### config.mk
export PLATFORM = sky130hd
export DESIGN_NAME = lsu_top
export DESIGN_NICKNAME = d
export VERILOG_FILES = /design/src/verilog/lsu_pkg.sv /design/src/verilog/seg_reg_file.sv /design/src/verilog/load_store.sv /design/src/verilog/lsu_top.sv
export SDC_FILE = /design/constraint.sdc
export NUM_CORES = 1
export LEC_CHECK = 0
export BUFFER_PORTS_ARGS = -buffer_cell sky130_fd_sc_hd__buf_4
export CAP_MARGIN = 20
export CORE_UTILIZATION = 58
export CTS_BUF_LIST = sky130_fd_sc_hd__clkbuf_2 sky130_fd_sc_hd__clkbuf_4 sky130_fd_sc_hd__clkbuf_8
export CTS_CLUSTER_SIZE = 30
export DETAILED_ROUTE_END_ITERATION = 16
export MAX_ROUTING_LAYER = met4
export PLACE_DENSITY = 0.82
export SETUP_SLACK_MARGIN = 0.1
export SLEW_MARGIN = 10
export SYNTH_ARGS = -nofsm -noshare
export SYNTH_HDL_FRONTEND = slang
export SYNTH_SLANG_ARGS = --single-unit
### constraint.sdc
create_clock -name clk -period 5.8 [get_ports clk]
set_input_delay 0.29 -clock clk [delete_from_list [all_inputs] [get_ports clk]]
set_output_delay 0.29 -clock clk [all_outputs]
set_load 0.03 [all_outputs]
### src/verilog/lsu_pkg.sv
// Load/store unit shared definitions
// Segment register indices, byte-lane masks, FSM state codes
// and the bus data word seen as a word or as two byte lanes

package lsu_pkg;

  // Segment register indices
  localparam logic [1:0] seg_es = 2'd0;
  localparam logic [1:0] seg_cs = 2'd1;
  localparam logic [1:0] seg_ss = 2'd2;
  localparam logic [1:0] seg_ds = 2'd3;

  // Byte lane masks, bit 0 is the even byte
  localparam logic [1:0] bytesel_none = 2'b00;
  localparam logic [1:0] bytesel_lo   = 2'b01;
  localparam logic [1:0] bytesel_hi   = 2'b10;
  localparam logic [1:0] bytesel_word = 2'b11;

  // Bus sequencer states
  localparam logic [2:0] st_idle       = 3'd0;
  localparam logic [2:0] st_issue      = 3'd1;  // Raise m_access
  localparam logic [2:0] st_wait_ack   = 3'd2;
  localparam logic [2:0] st_complete   = 3'd3;
  localparam logic [2:0] st_complete_0 = 3'd4;  // Gap before next order

  typedef struct packed {
    logic [7:0] hi;  // Odd address lane
    logic [7:0] lo;  // Even address lane
  } bus_bytes_t;

  typedef union packed {
    logic [15:0] word;
    bus_bytes_t  bytes;
  } bus_word_u;

endpackage

### src/verilog/seg_reg_file.sv
// Segment register file
// Holds ES, CS, SS and DS with one write port and one
// combinational read port for address generation

`timescale 1ns/100ps

module seg_reg_file (
  input  logic        clk,
  input  logic        reset,
  input  logic        seg_write,
  input  logic [1:0]  seg_wsel,
  input  logic [15:0] seg_in,
  input  logic [1:0]  seg_rsel,
  output logic [15:0] segment
);
  import lsu_pkg::*;

  logic [15:0] es, cs, ss, ds;

  always_ff @(posedge clk or posedge reset) begin
    if (reset) begin
      es <= 16'h0000;
      cs <= 16'h0000;
      ss <= 16'h0000;
      ds <= 16'h0000;
    end else if (seg_write) begin
      case (seg_wsel)
        seg_es:  es <= seg_in;
        seg_cs:  cs <= seg_in;
        seg_ss:  ss <= seg_in;
        default: ds <= seg_in;
      endcase
    end
  end

  // Read follows seg_rsel in the same cycle
  always_comb begin
    case (seg_rsel)
      seg_es:  segment = es;
      seg_cs:  segment = cs;
      seg_ss:  segment = ss;
      default: segment = ds;
    endcase
  end

  a_wsel_known: assert property (@(posedge clk) disable iff (reset)
    seg_write |-> !$isunknown(seg_wsel));

endmodule

### src/verilog/load_store.sv
// Load/store unit
// Keeps MAR and MDR and runs the external bus sequencer.
// Forms segment*16+offset, picks byte lanes and splits an
// odd memory word into two byte cycles. I/O goes out on MAR
// alone and is never split.

`timescale 1ns/100ps

module load_store (
  input  logic              clk,
  input  logic              reset,

  // Microcode side
  input  logic              write_mar,
  input  logic [15:0]       mar_in,
  input  logic              write_mdr,
  input  lsu_pkg::bus_word_u mdr_in,
  input  logic [15:0]       segment,    // From segment register file
  input  logic              mem_read,   // Level order
  input  logic              mem_write,  // Level order
  input  logic              io,
  input  logic              is_8bit,
  output logic [15:0]       mar_out,
  output lsu_pkg::bus_word_u mdr_out,
  output logic              busy,       // Stalls the microcode

  // External bus
  output logic [19:1]       m_addr,     // Word address
  input  lsu_pkg::bus_word_u m_data_in,
  output lsu_pkg::bus_word_u m_data_out,
  output logic [1:0]        m_bytesel,
  output logic              m_wr_en,
  output logic              m_io,
  output logic              m_access,
  input  logic              m_ack
);
  import lsu_pkg::*;

  logic [15:0] mar;
  bus_word_u   mdr;
  logic [2:0]  state;
  logic        complete;
  logic        split;         // Odd memory word, two bus cycles
  logic        second;        // Second half of a split transfer
  logic        wr_q;          // Transfer is a write
  logic [19:0] phys_addr;
  logic [1:0]  first_lanes;
  bus_word_u   wr_data;

  assign busy = (mem_read | mem_write) & ~complete;

  assign phys_addr = {segment, 4'h0} + {4'h0, mar};

  // Lanes for the first (or only) bus cycle
  always_comb begin
    if (is_8bit)
      first_lanes = mar[0] ? bytesel_hi : bytesel_lo;
    else if (mar[0] && !io)
      first_lanes = bytesel_hi;   // Split, odd byte first
    else
      first_lanes = bytesel_word;
  end

  // MDR low byte goes to the addressed lane
  always_comb begin
    wr_data.word = 16'h0000;
    if (second)
      wr_data.bytes.lo = mdr.bytes.hi;
    else if (m_bytesel == bytesel_word)
      wr_data.word = mdr.word;
    else if (m_bytesel == bytesel_hi)
      wr_data.bytes.hi = mdr.bytes.lo;
    else
      wr_data.bytes.lo = mdr.bytes.lo;
  end

  // ========================================
  // Bus sequencer
  // ========================================
  always_ff @(posedge clk or posedge reset) begin
    if (reset) begin
      state      <= st_idle;
      complete   <= 1'b0;
      split      <= 1'b0;
      second     <= 1'b0;
      wr_q       <= 1'b0;
      mdr        <= '0;
      m_addr     <= '0;
      m_data_out <= '0;
      m_bytesel  <= bytesel_none;
      m_wr_en    <= 1'b0;
      m_io       <= 1'b0;
      m_access   <= 1'b0;
    end else begin
      if (write_mdr) mdr <= mdr_in;

      case (state)
        st_idle: begin
          if (mem_read || mem_write) begin
            wr_q      <= mem_write;
            second    <= 1'b0;
            split     <= !io && !is_8bit && mar[0];
            m_io      <= io;
            m_bytesel <= first_lanes;
            // I/O bypasses the segment
            m_addr    <= io ? {4'h0, mar[15:1]} : phys_addr[19:1];
            state     <= st_issue;
          end
        end

        st_issue: begin
          m_access   <= 1'b1;
          m_wr_en    <= wr_q;
          m_data_out <= wr_q ? wr_data : '0;
          state      <= st_wait_ack;
        end

        st_wait_ack: begin
          if (m_ack) begin
            m_access <= 1'b0;
            m_wr_en  <= 1'b0;

            // Read data is valid in the ack cycle
            if (!m_wr_en) begin
              if (split && !second)
                mdr.bytes.lo <= m_data_in.bytes.hi;
              else if (second)
                mdr.bytes.hi <= m_data_in.bytes.lo;
              else if (m_bytesel == bytesel_word)
                mdr <= m_data_in;
              else if (m_bytesel == bytesel_hi)
                mdr.word <= {8'h00, m_data_in.bytes.hi};   // Zero extend
              else
                mdr.word <= {8'h00, m_data_in.bytes.lo};
            end

            if (split && !second) begin
              second    <= 1'b1;
              m_addr    <= m_addr + 19'd1;     // Next word, low lane
              m_bytesel <= bytesel_lo;
              state     <= st_issue;
            end else begin
              complete   <= 1'b1;
              m_addr     <= '0;                // Quiet bus between transfers
              m_data_out <= '0;
              m_bytesel  <= bytesel_none;
              m_io       <= 1'b0;
              state      <= st_complete;
            end
          end
        end

        st_complete: state <= st_complete_0;

        st_complete_0: begin
          complete <= 1'b0;   // Order still high here is taken again
          state    <= st_idle;
        end

        default: state <= st_idle;
      endcase
    end
  end

  always_ff @(posedge clk or posedge reset) begin
    if (reset)
      mar <= 16'h0000;
    else if (write_mar)
      mar <= mar_in;
  end

  assign mar_out = mar;
  assign mdr_out = mdr;

  // ========================================
  // Bus protocol checks
  // ========================================
  a_lanes_on_access: assert property (@(posedge clk) disable iff (reset)
    m_access |-> m_bytesel != bytesel_none);

  a_addr_held: assert property (@(posedge clk) disable iff (reset)
    (m_access && !m_ack) |=> $stable(m_addr));

endmodule

### src/verilog/lsu_top.sv
// Memory interface top
// Segment register file feeding the load/store unit.
// Only wiring lives here.

`timescale 1ns/100ps

module lsu_top (
  input  logic              clk,
  input  logic              reset,

  // Segment control
  input  logic              seg_write,
  input  logic [1:0]        seg_wsel,
  input  logic [15:0]       seg_in,
  input  logic [1:0]        seg_rsel,   // Segment for the access

  // MAR / MDR and transfer control
  input  logic              write_mar,
  input  logic [15:0]       mar_in,
  input  logic              write_mdr,
  input  lsu_pkg::bus_word_u mdr_in,
  input  logic              mem_read,
  input  logic              mem_write,
  input  logic              io,
  input  logic              is_8bit,
  output logic [15:0]       mar_out,
  output lsu_pkg::bus_word_u mdr_out,
  output logic              busy,

  // External bus
  output logic [19:1]       m_addr,
  input  lsu_pkg::bus_word_u m_data_in,
  output lsu_pkg::bus_word_u m_data_out,
  output logic [1:0]        m_bytesel,
  output logic              m_wr_en,
  output logic              m_io,
  output logic              m_access,
  input  logic              m_ack
);

  logic [15:0] segment;

  seg_reg_file seg0 (
    .clk       (clk),
    .reset     (reset),
    .seg_write (seg_write),
    .seg_wsel  (seg_wsel),
    .seg_in    (seg_in),
    .seg_rsel  (seg_rsel),
    .segment   (segment)
  );

  load_store ls0 (
    .clk        (clk),
    .reset      (reset),
    .write_mar  (write_mar),
    .mar_in     (mar_in),
    .write_mdr  (write_mdr),
    .mdr_in     (mdr_in),
    .segment    (segment),
    .mem_read   (mem_read),
    .mem_write  (mem_write),
    .io         (io),
    .is_8bit    (is_8bit),
    .mar_out    (mar_out),
    .mdr_out    (mdr_out),
    .busy       (busy),
    .m_addr     (m_addr),
    .m_data_in  (m_data_in),
    .m_data_out (m_data_out),
    .m_bytesel  (m_bytesel),
    .m_wr_en    (m_wr_en),
    .m_io       (m_io),
    .m_access   (m_access),
    .m_ack      (m_ack)
  );

endmodule

==> results of run 1 <==
==> per-layer routing <==
layer / part of all wire / vias to the layer above / global-route usage
li1: - / 2844 / -
met1: 0.43 / 3126 / 0.375
met2: 0.50 / 255 / 0.520
met3: 0.055 / 42 / 0.0669
met4: 0.021 / 0 / 0.113
met5: 0 / - / -
==> flip-flops by register name, indices dropped and copies added, names as in the netlist, 2 cells and up <==
signal,count
ls0.m_data_out,16
ls0.state,3
seg0.ds,16
seg0.es,16
ls0.mar_out,16
seg0.cs,16
seg0.ss,16
ls0.mdr_out,16
ls0.m_addr,19
ls0.m_bytesel,2
==> stage by stage <==
stage,instance area [um^2],setup slack [ps],util
final,9370,2890,0.734
after global routing,9370,2720,0.734
after CTS,9330,2870,0.730
after detailed placement,8850,2560,0.693
after global placement,8850,2610,0.693
after floorplan,7660,1670,-
==> cell families (layout without fill, tap and decap cells) <==
family / after synthesis / count (layout) / share of synthesized area
simple gates: 190 / 190 / 0.126
flops: 143 / 143 / 0.467
fa+ha+maj: 16 / 16 / 0.0271
compound gates: 165 / 165 / 0.141
mux: 122 / 122 / 0.199
xor+xnor: 11 / 11 / 0.0126
buf+inv: 50 / 198 / 0.0281
==> cell type report <==
cell class                      count  area [um^2]  area share
Multi-Input combinational cell    504         3870       0.413
Sequential cell                   143         3580       0.382
Timing Repair Buffer              155         1190       0.127
Clock buffer                       21          283      0.0302
Tap cell                          172          215      0.0230
Clock inverter                     11          185      0.0198
Inverter                           11         46.3     0.00494
==> where the power goes <==
| group | total [mW] | internal [mW] | switching, mW | leakage (nW) |
|---|---|---|---|---|
| combinational | 1.97 | 0.781 | 1.19 | 2.31 |
| sequential | 1.61 | 1.29 | 0.324 | 1.73 |
| clock | 0.922 | 0.548 | 0.374 | 0.235 |
| total | 4.50 | 2.61 | 1.89 | 4.28 |
==> layout by cell type, fill, tap and decap left out, types with 3 or more instances in the layout <==
cell	Yosys	final
sky130_fd_sc_hd__a211oi_1	17	17
sky130_fd_sc_hd__a21o_1	8	8
sky130_fd_sc_hd__a21oi_1	49	49
sky130_fd_sc_hd__a22o_1	3	3
sky130_fd_sc_hd__a31oi_1	8	8
sky130_fd_sc_hd__and2_1	6	6
sky130_fd_sc_hd__and3_1	9	9
sky130_fd_sc_hd__buf_4	1	152
sky130_fd_sc_hd__bufinv_16	0	5
sky130_fd_sc_hd__clkbuf_8	0	20
sky130_fd_sc_hd__clkinv_2	0	4
sky130_fd_sc_hd__dfrtp_1	143	143
sky130_fd_sc_hd__ha_1	15	15
sky130_fd_sc_hd__inv_1	11	10
sky130_fd_sc_hd__mux2_2	80	80
sky130_fd_sc_hd__mux2i_1	26	26
sky130_fd_sc_hd__mux4_2	16	16
sky130_fd_sc_hd__nand2_1	66	66
sky130_fd_sc_hd__nand2b_1	7	7
sky130_fd_sc_hd__nand3_1	14	14
sky130_fd_sc_hd__nand3b_1	3	3
sky130_fd_sc_hd__nand4_1	7	7
sky130_fd_sc_hd__nor2_1	38	38
sky130_fd_sc_hd__nor2b_1	11	11
sky130_fd_sc_hd__nor3_1	11	11
sky130_fd_sc_hd__o211ai_1	3	3
sky130_fd_sc_hd__o21ai_0	32	32
sky130_fd_sc_hd__o22ai_1	3	3
sky130_fd_sc_hd__o31ai_1	16	16
sky130_fd_sc_hd__xnor2_1	5	5
sky130_fd_sc_hd__xor2_1	6	6
==> worst reg2reg max path: stages (launching register included) <==
cell and delay, ps:
sky130_fd_sc_hd__dfrtp_1 390, sky130_fd_sc_hd__mux4_2 470, sky130_fd_sc_hd__ha_1 240, sky130_fd_sc_hd__fa_1 410, sky130_fd_sc_hd__a21o_1 200, sky130_fd_sc_hd__a211oi_2 360
sky130_fd_sc_hd__o311ai_1 210, sky130_fd_sc_hd__a21oi_1 210, sky130_fd_sc_hd__xor2_1 170, sky130_fd_sc_hd__o221ai_1 130
==> path summary, 6_finish.rpt <==
| kind | cells past startpoint | startpoint | endpoint | slack [ps] |
|---|---|---|---|---|
| worst max-delay path | 9 | seg0.cs[0] | ls0.m_addr[16] | 2890 |
| worst min-delay path | 2 | mar_in[7] | ls0.mar_out[7] | 50 |
| worst max register to register | 9 | seg0.cs[0] | ls0.m_addr[16] | 2890 |
| worst min register to register | 2 | ls0.m_data_out[13] | ls0.m_data_out[13] | 480 |
| max in group asynchronous | 5 | reset | seg0.ss[9] | 4320 |
| min in group asynchronous | 3 | reset | ls0.complete | 430 |
==> timing repair <==
action,4_1_cts,5_1_grt
hold buffers,1,0
endpoints found under the hold margin,61,0
setup endpoints to repair,0,0
==> reports/summary.txt, run 1 <==
Number of standard cells in the final layout excluding fillers - 1017
Number of buffers inserted during clock tree synthesis - 17
Fraction of final layout cells with drive strength greater than 1 - 0.353
Die extent in x - 117 um
Total of max-cap violations - 0
Routability congestion estimate - 0.910
Std-Cell Rows - 41
Violation count after the first detailed-routing iteration - 510
Post-synthesis to final-layout area growth - 22.3%
Setup repair after global routing missed its margin - false
Total wire length - 19500 um
Die footprint - 13700 um^2
DRC Markers - 0
Clk Tree Root Cell - sky130_fd_sc_hd__clkbuf_8
Synth async-reset ratio - 1.00
Post-route total power - 4.50 mW
Maximum fanout along the worst path - 5
CTS clk-pin slew, worst paths - 80 ps
Master of the slowest instance on the critical path - sky130_fd_sc_hd__mux4_2
Hold WS - 53.2 ps
Cell count after placement - 982
Die extent in y - 117 um
Commonest cells post-synth - sky130_fd_sc_hd__dfrtp_1, sky130_fd_sc_hd__mux2_2, sky130_fd_sc_hd__nand2_1
Worst IR Drop VDD - 0.260 mV
Depth of the CTS H-tree - 4
Accumulated negative setup slack - 0 ps
Number of global-route vias before repair - 6244
Buffers & Inverters on Critical Path - 0
Number of enable-type register cells in the synthesized netlist - 0
Final clock skew - 11.5 ps
CTS sink count - 143
Worst setup path category - reg -> reg
Synthesized area divided by synthesized cell count - 11.0 um^2
Number of nets in the final layout - 926
Final min period - 2910 ps
Core ar. - 12800 um^2
Leading area contributor after synthesis - sky130_fd_sc_hd__dfrtp_1
Total via count in the routed design - 6267
Largest net degree at the start of global routing - 83
Number of nets still failing antenna checks after routing - 0
Ratio of routed vias to standard cells - 6.16
Mapped Cells - 697
Top-count cell post-synth - sky130_fd_sc_hd__dfrtp_1
Slew at the pin with the worst max-slew slack - 1100 ps
Data required time of the critical path - 6140 ps
Warning count from the yosys run - 0
Crit share post-route - 0.502
Longest Clk Path Bufs - 2
Slew headroom - 0.265
List of cells traversed by the critical path - mux4_2 -> ha_1 -> fa_1 -> a21o_1 -> a211oi_2 -> o311ai_1 -> a21oi_1 -> xor2_1 -> o221ai_1
Synth area leaders - sky130_fd_sc_hd__dfrtp_1, sky130_fd_sc_hd__mux2_2, sky130_fd_sc_hd__mux4_2
Count of unique library cells instantiated by Yosys - 71
I/O pins - 151
Result of the run - complete, no violations
Kind of cell with the highest combined delay on the critical path - compound AO/OA/AOI/OAI gates
Highest cell delay on the worst timing path - 470 ps
Primary FF master, synth - sky130_fd_sc_hd__dfrtp_1
Starting density of the core - 0.600
Standby leakage power - 4.28 nW
Number of pins exceeding their max-slew limit in the final report - 0
CTS tree - yes
Hold Path Class - in -> reg
Skew-Pair Late Insertion Delay - 470 ps
Per-cell routed wire length - 19.2 um
Drt first pass iters - 7
Share of Yosys cell area claimed by the top area cell type - 0.467
Endpoint type of the worst setup path - flip-flop
Number of failing hold endpoints at the final stage - 0
# port buffers - 150
Wire length of the first global-routing pass - 31100 um
Number of failing setup endpoints in the final timing report - 0
Net count after synthesis - 791
Total GRT Usage - 0.312
Crit start category - flip-flop
Cts repair resizes - 0
Number of storage elements in the synthesis netlist - 143
Number of filler cells placed in the layout - 901
Power density of the placed cells - 481 nW/um^2
Total global routing overflow - 0
Initial antenna violation count - 0
Seq/Total Area, Yosys - 0.467
Peak clock frequency supported by timing - 344 MHz
Detailed Place HPWL - 13500 um
Arrival @ worst endpoint - 3250 ps
Ant. Diodes - 0
Synthesized cell area - 7660 um^2
Number of setup buffers added after CTS - 0
Power figures use the tool's default switching activity.
==> run 2, diff against run 1 <==
==> constraint.sdc (replaced) <==
create_clock -name clk -period 2.9 [get_ports clk]
set_input_delay 0.145 -clock clk [delete_from_list [all_inputs] [get_ports clk]]
set_output_delay 0.145 -clock clk [all_outputs]
set_load 0.03 [all_outputs]
==> run 2 against run 1 <==
Against the previous run:
- power up 100%
- sequential share of layout area down 2.5 points
- setup slack worse by 2700 ps
- maximum frequency up 8.1%
- final area up 7.0%
- die area unchanged
- non-clock buffer count up 69
- cell count up 6.8%
- critical endpoint is now ls0.m_addr[14]
- largest power group unchanged
==> reports/summary.txt, run 2 (same netlist as run 1, synthesis figures left out) <==
Result of the run - complete, no violations
Fraction of final layout cells with drive strength greater than 1 - 0.344 (-0.00912)
Total via count in the routed design - 6501 (+3.7%)
Slew at the pin with the worst max-slew slack - 1000 ps (-98.2 ps)
Peak clock frequency supported by timing - 372 MHz (+8.1%)
Initial antenna violation count - 0 (unchanged)
Skew-Pair Late Insertion Delay - 470 ps (about the same)
Most common cell after layout, fill and taps aside - sky130_fd_sc_hd__buf_4
Endpoint type of the worst setup path - flip-flop
Switch share - 0.425 (+0.00557)
Fraction of met3 tracks used by global routing - 0.0587 (-0.00824)
Number of global-route vias before repair - 6510 (+4.3%)
Starting density of the core - 0.600 (unchanged)
Hold Path Class - in -> reg
Drt first pass iters - 5 (-2)
Die footprint - 13700 um^2 (unchanged)
Top reg by flops - ls0.m_addr
Core ar. - 12800 um^2 (unchanged)
Crit start category - flip-flop
Total of max-cap violations - 0 (unchanged)
Register share of total power - 0.346 (-0.012)
Number of nets still failing antenna checks after routing - 0 (unchanged)
Met1 GRT Util - 0.378 (+0.00336)
Clk Tree Root Cell - sky130_fd_sc_hd__clkbuf_8
Arrival @ worst endpoint - 3020 ps (-230 ps)
Data required time of the critical path - 3230 ps (-2910 ps)
Final clock skew - 9.32 ps (-2.16 ps)
Cell internal power dissipation - 5.20 mW (+99%)
Die extent in x - 117 um (unchanged)
Commonest cells after routing, fill and taps aside - sky130_fd_sc_hd__buf_4, sky130_fd_sc_hd__dfrtp_1, sky130_fd_sc_hd__mux2_2, sky130_fd_sc_hd__nand2_1, sky130_fd_sc_hd__dlygate4sd3_1
Slew headroom - 0.329 (+0.0634)
Final setup slack of the worst path - 209 ps (-2680 ps)
Ant. Diodes - 0 (unchanged)
Worst IR Drop VDD - 0.540 mV (+110%)
Layer carrying the most global-route usage - met2
Violation count after the first detailed-routing iteration - 559 (+9.6%)
Final design utilization - 0.785 (+0.0510)
CTS sink count - 143 (unchanged)
Power density of the placed cells - 903 nW/um^2 (+88%)
Total wire length - 20300 um (+4.3%)
Number of nets in the final layout - 995 (+7.5%)
# port buffers - 150 (unchanged)
Share of power burned in the clock network - 0.186 (-0.019)
Routability congestion estimate - 0.910 (about the same)
Die extent in y - 117 um (unchanged)
Wire length of the first global-routing pass - 32400 um (+4.0%)
Detailed Place HPWL - 13700 um (+0.94%)
Number of buffers inserted during clock tree synthesis - 17 (unchanged)
Maximum fanout along the worst path - 5 (unchanged)
Number of failing setup endpoints in the final timing report - 0 (unchanged)
Worst setup path category - reg -> reg
I/O pins - 151 (unchanged)
Pre-CTS setup slack - 85.1 ps (-2480 ps)
Crit share post-route - 0.928 (+0.426)
Longest Clk Path Bufs - 2 (unchanged)
Flip-flop count of the largest register, all copies and words added - 19 (unchanged)
Setup repair after global routing missed its margin - true
Accumulated negative setup slack - 0 ps (unchanged)
CTS clk-pin slew, worst paths - 80 ps (about the same)
Std-Cell Rows - 41 (unchanged)
CTS tree - yes
Largest net degree at the start of global routing - 103 (+24%)
Post-synthesis to final-layout area growth - 30.8%
Depth of the CTS H-tree - 4 (unchanged)
Number of pins exceeding their max-slew limit in the final report - 0 (unchanged)
Post-route total power - 9.05 mW (+100%)
Per-cell routed wire length - 18.7 um (-2.4%)
Routing usage on met2 - 0.555 (+0.0359)
Depth of the worst register-to-register path - 9 (unchanged)
Ratio of routed vias to standard cells - 5.99 (-2.9%)
Total GRT Usage - 0.325 (+0.0134)
P_sw - 3.85 mW (+100%)
Final min period - 2690 ps (-219 ps)
Hold path depth - 3 (+1)
Standby leakage power - 4.53 nW (+5.8%)
DRC Markers - 0 (unchanged)
Number of failing hold endpoints at the final stage - 0 (unchanged)
Relative contribution of combinational cells to total power - 0.467 (+0.029)
Total global routing overflow - 0 (unchanged)
[run 2: changes by cell type in the layout (fill, tap and decap cells not counted), moves of 2 or more]
cell	before	now
sky130_fd_sc_hd__clkinvlp_4	2	7
sky130_fd_sc_hd__dlygate4sd3_1	1	60
sky130_fd_sc_hd__buf_4	152	163
sky130_fd_sc_hd__clkinv_2	4	2
sky130_fd_sc_hd__bufinv_16	5	3
[run 2: metal layers]
layer	vias up	wire length [um]
met4	0	501
met2	246	10500
li1	2976	-
met5	-	0
met3	43	1010
met1	3236	8260
[run 2: worst paths after layout]
path,start,end,slack [ps]
worst max-delay path,seg0.ds[0],ls0.m_addr[14],210
worst min-delay path,mdr_in[9],ls0.mdr_out[9],30
worst max register to register,seg0.ds[0],ls0.m_addr[14],210
worst min register to register,ls0.m_data_out[15],ls0.m_data_out[15],480
max in group asynchronous,reset,seg0.ds[11],2060
min in group asynchronous,reset,ls0.mar_out[2],350
[run 2: area by class of cell]
type,instances,area (um^2)
multi-input cells,504,3920
flip-flops and latches,143,3580
fillers,809,2750
repair buffers,224,1840
clock buffers,19,262
well taps,172,215
clock inverters,13,163
inverters,11,45.0
[run 2: what timing repair did]
action                                  4_1_cts  5_1_grt
resized for setup                             0        4
endpoints found under the setup margin        0       12
endpoints found under the hold margin       244        0
buffers inserted                              0        1
hold buffers                                 60        0
[run 2: critical path, cell delays in order (launching register included)]
cell and delay [ps]:
sky130_fd_sc_hd__dfrtp_1 380, sky130_fd_sc_hd__mux4_2 460, sky130_fd_sc_hd__ha_2 210, sky130_fd_sc_hd__fa_2 350, sky130_fd_sc_hd__a21o_1 210, sky130_fd_sc_hd__a211oi_4 330, sky130_fd_sc_hd__o21ai_0 150, sky130_fd_sc_hd__a31oi_1 210
sky130_fd_sc_hd__xnor2_1 140, sky130_fd_sc_hd__o221ai_1 130
[run 2: metrics by stage]
stage	cell area [um^2]	hold WS [ps]	instances
finish	10000	35.0	1086
global route	10000	24.8	1086
CTS	9990	2.18	1085
detailed placement	8970	357	993
global placement	8970	344	993
floorplan	7710	285	697
[run 2: power by group through the flow]
stage               Clock (mW)  Sequential, mW  Combinational (mW)
detailed placement           0            3.15                4.01
global route              1.77            3.21                4.59
global placement             0            3.11                3.91
CTS                       1.70            3.11                4.16
floorplan                    0            3.68                2.19
finish                    1.69            3.13                4.23
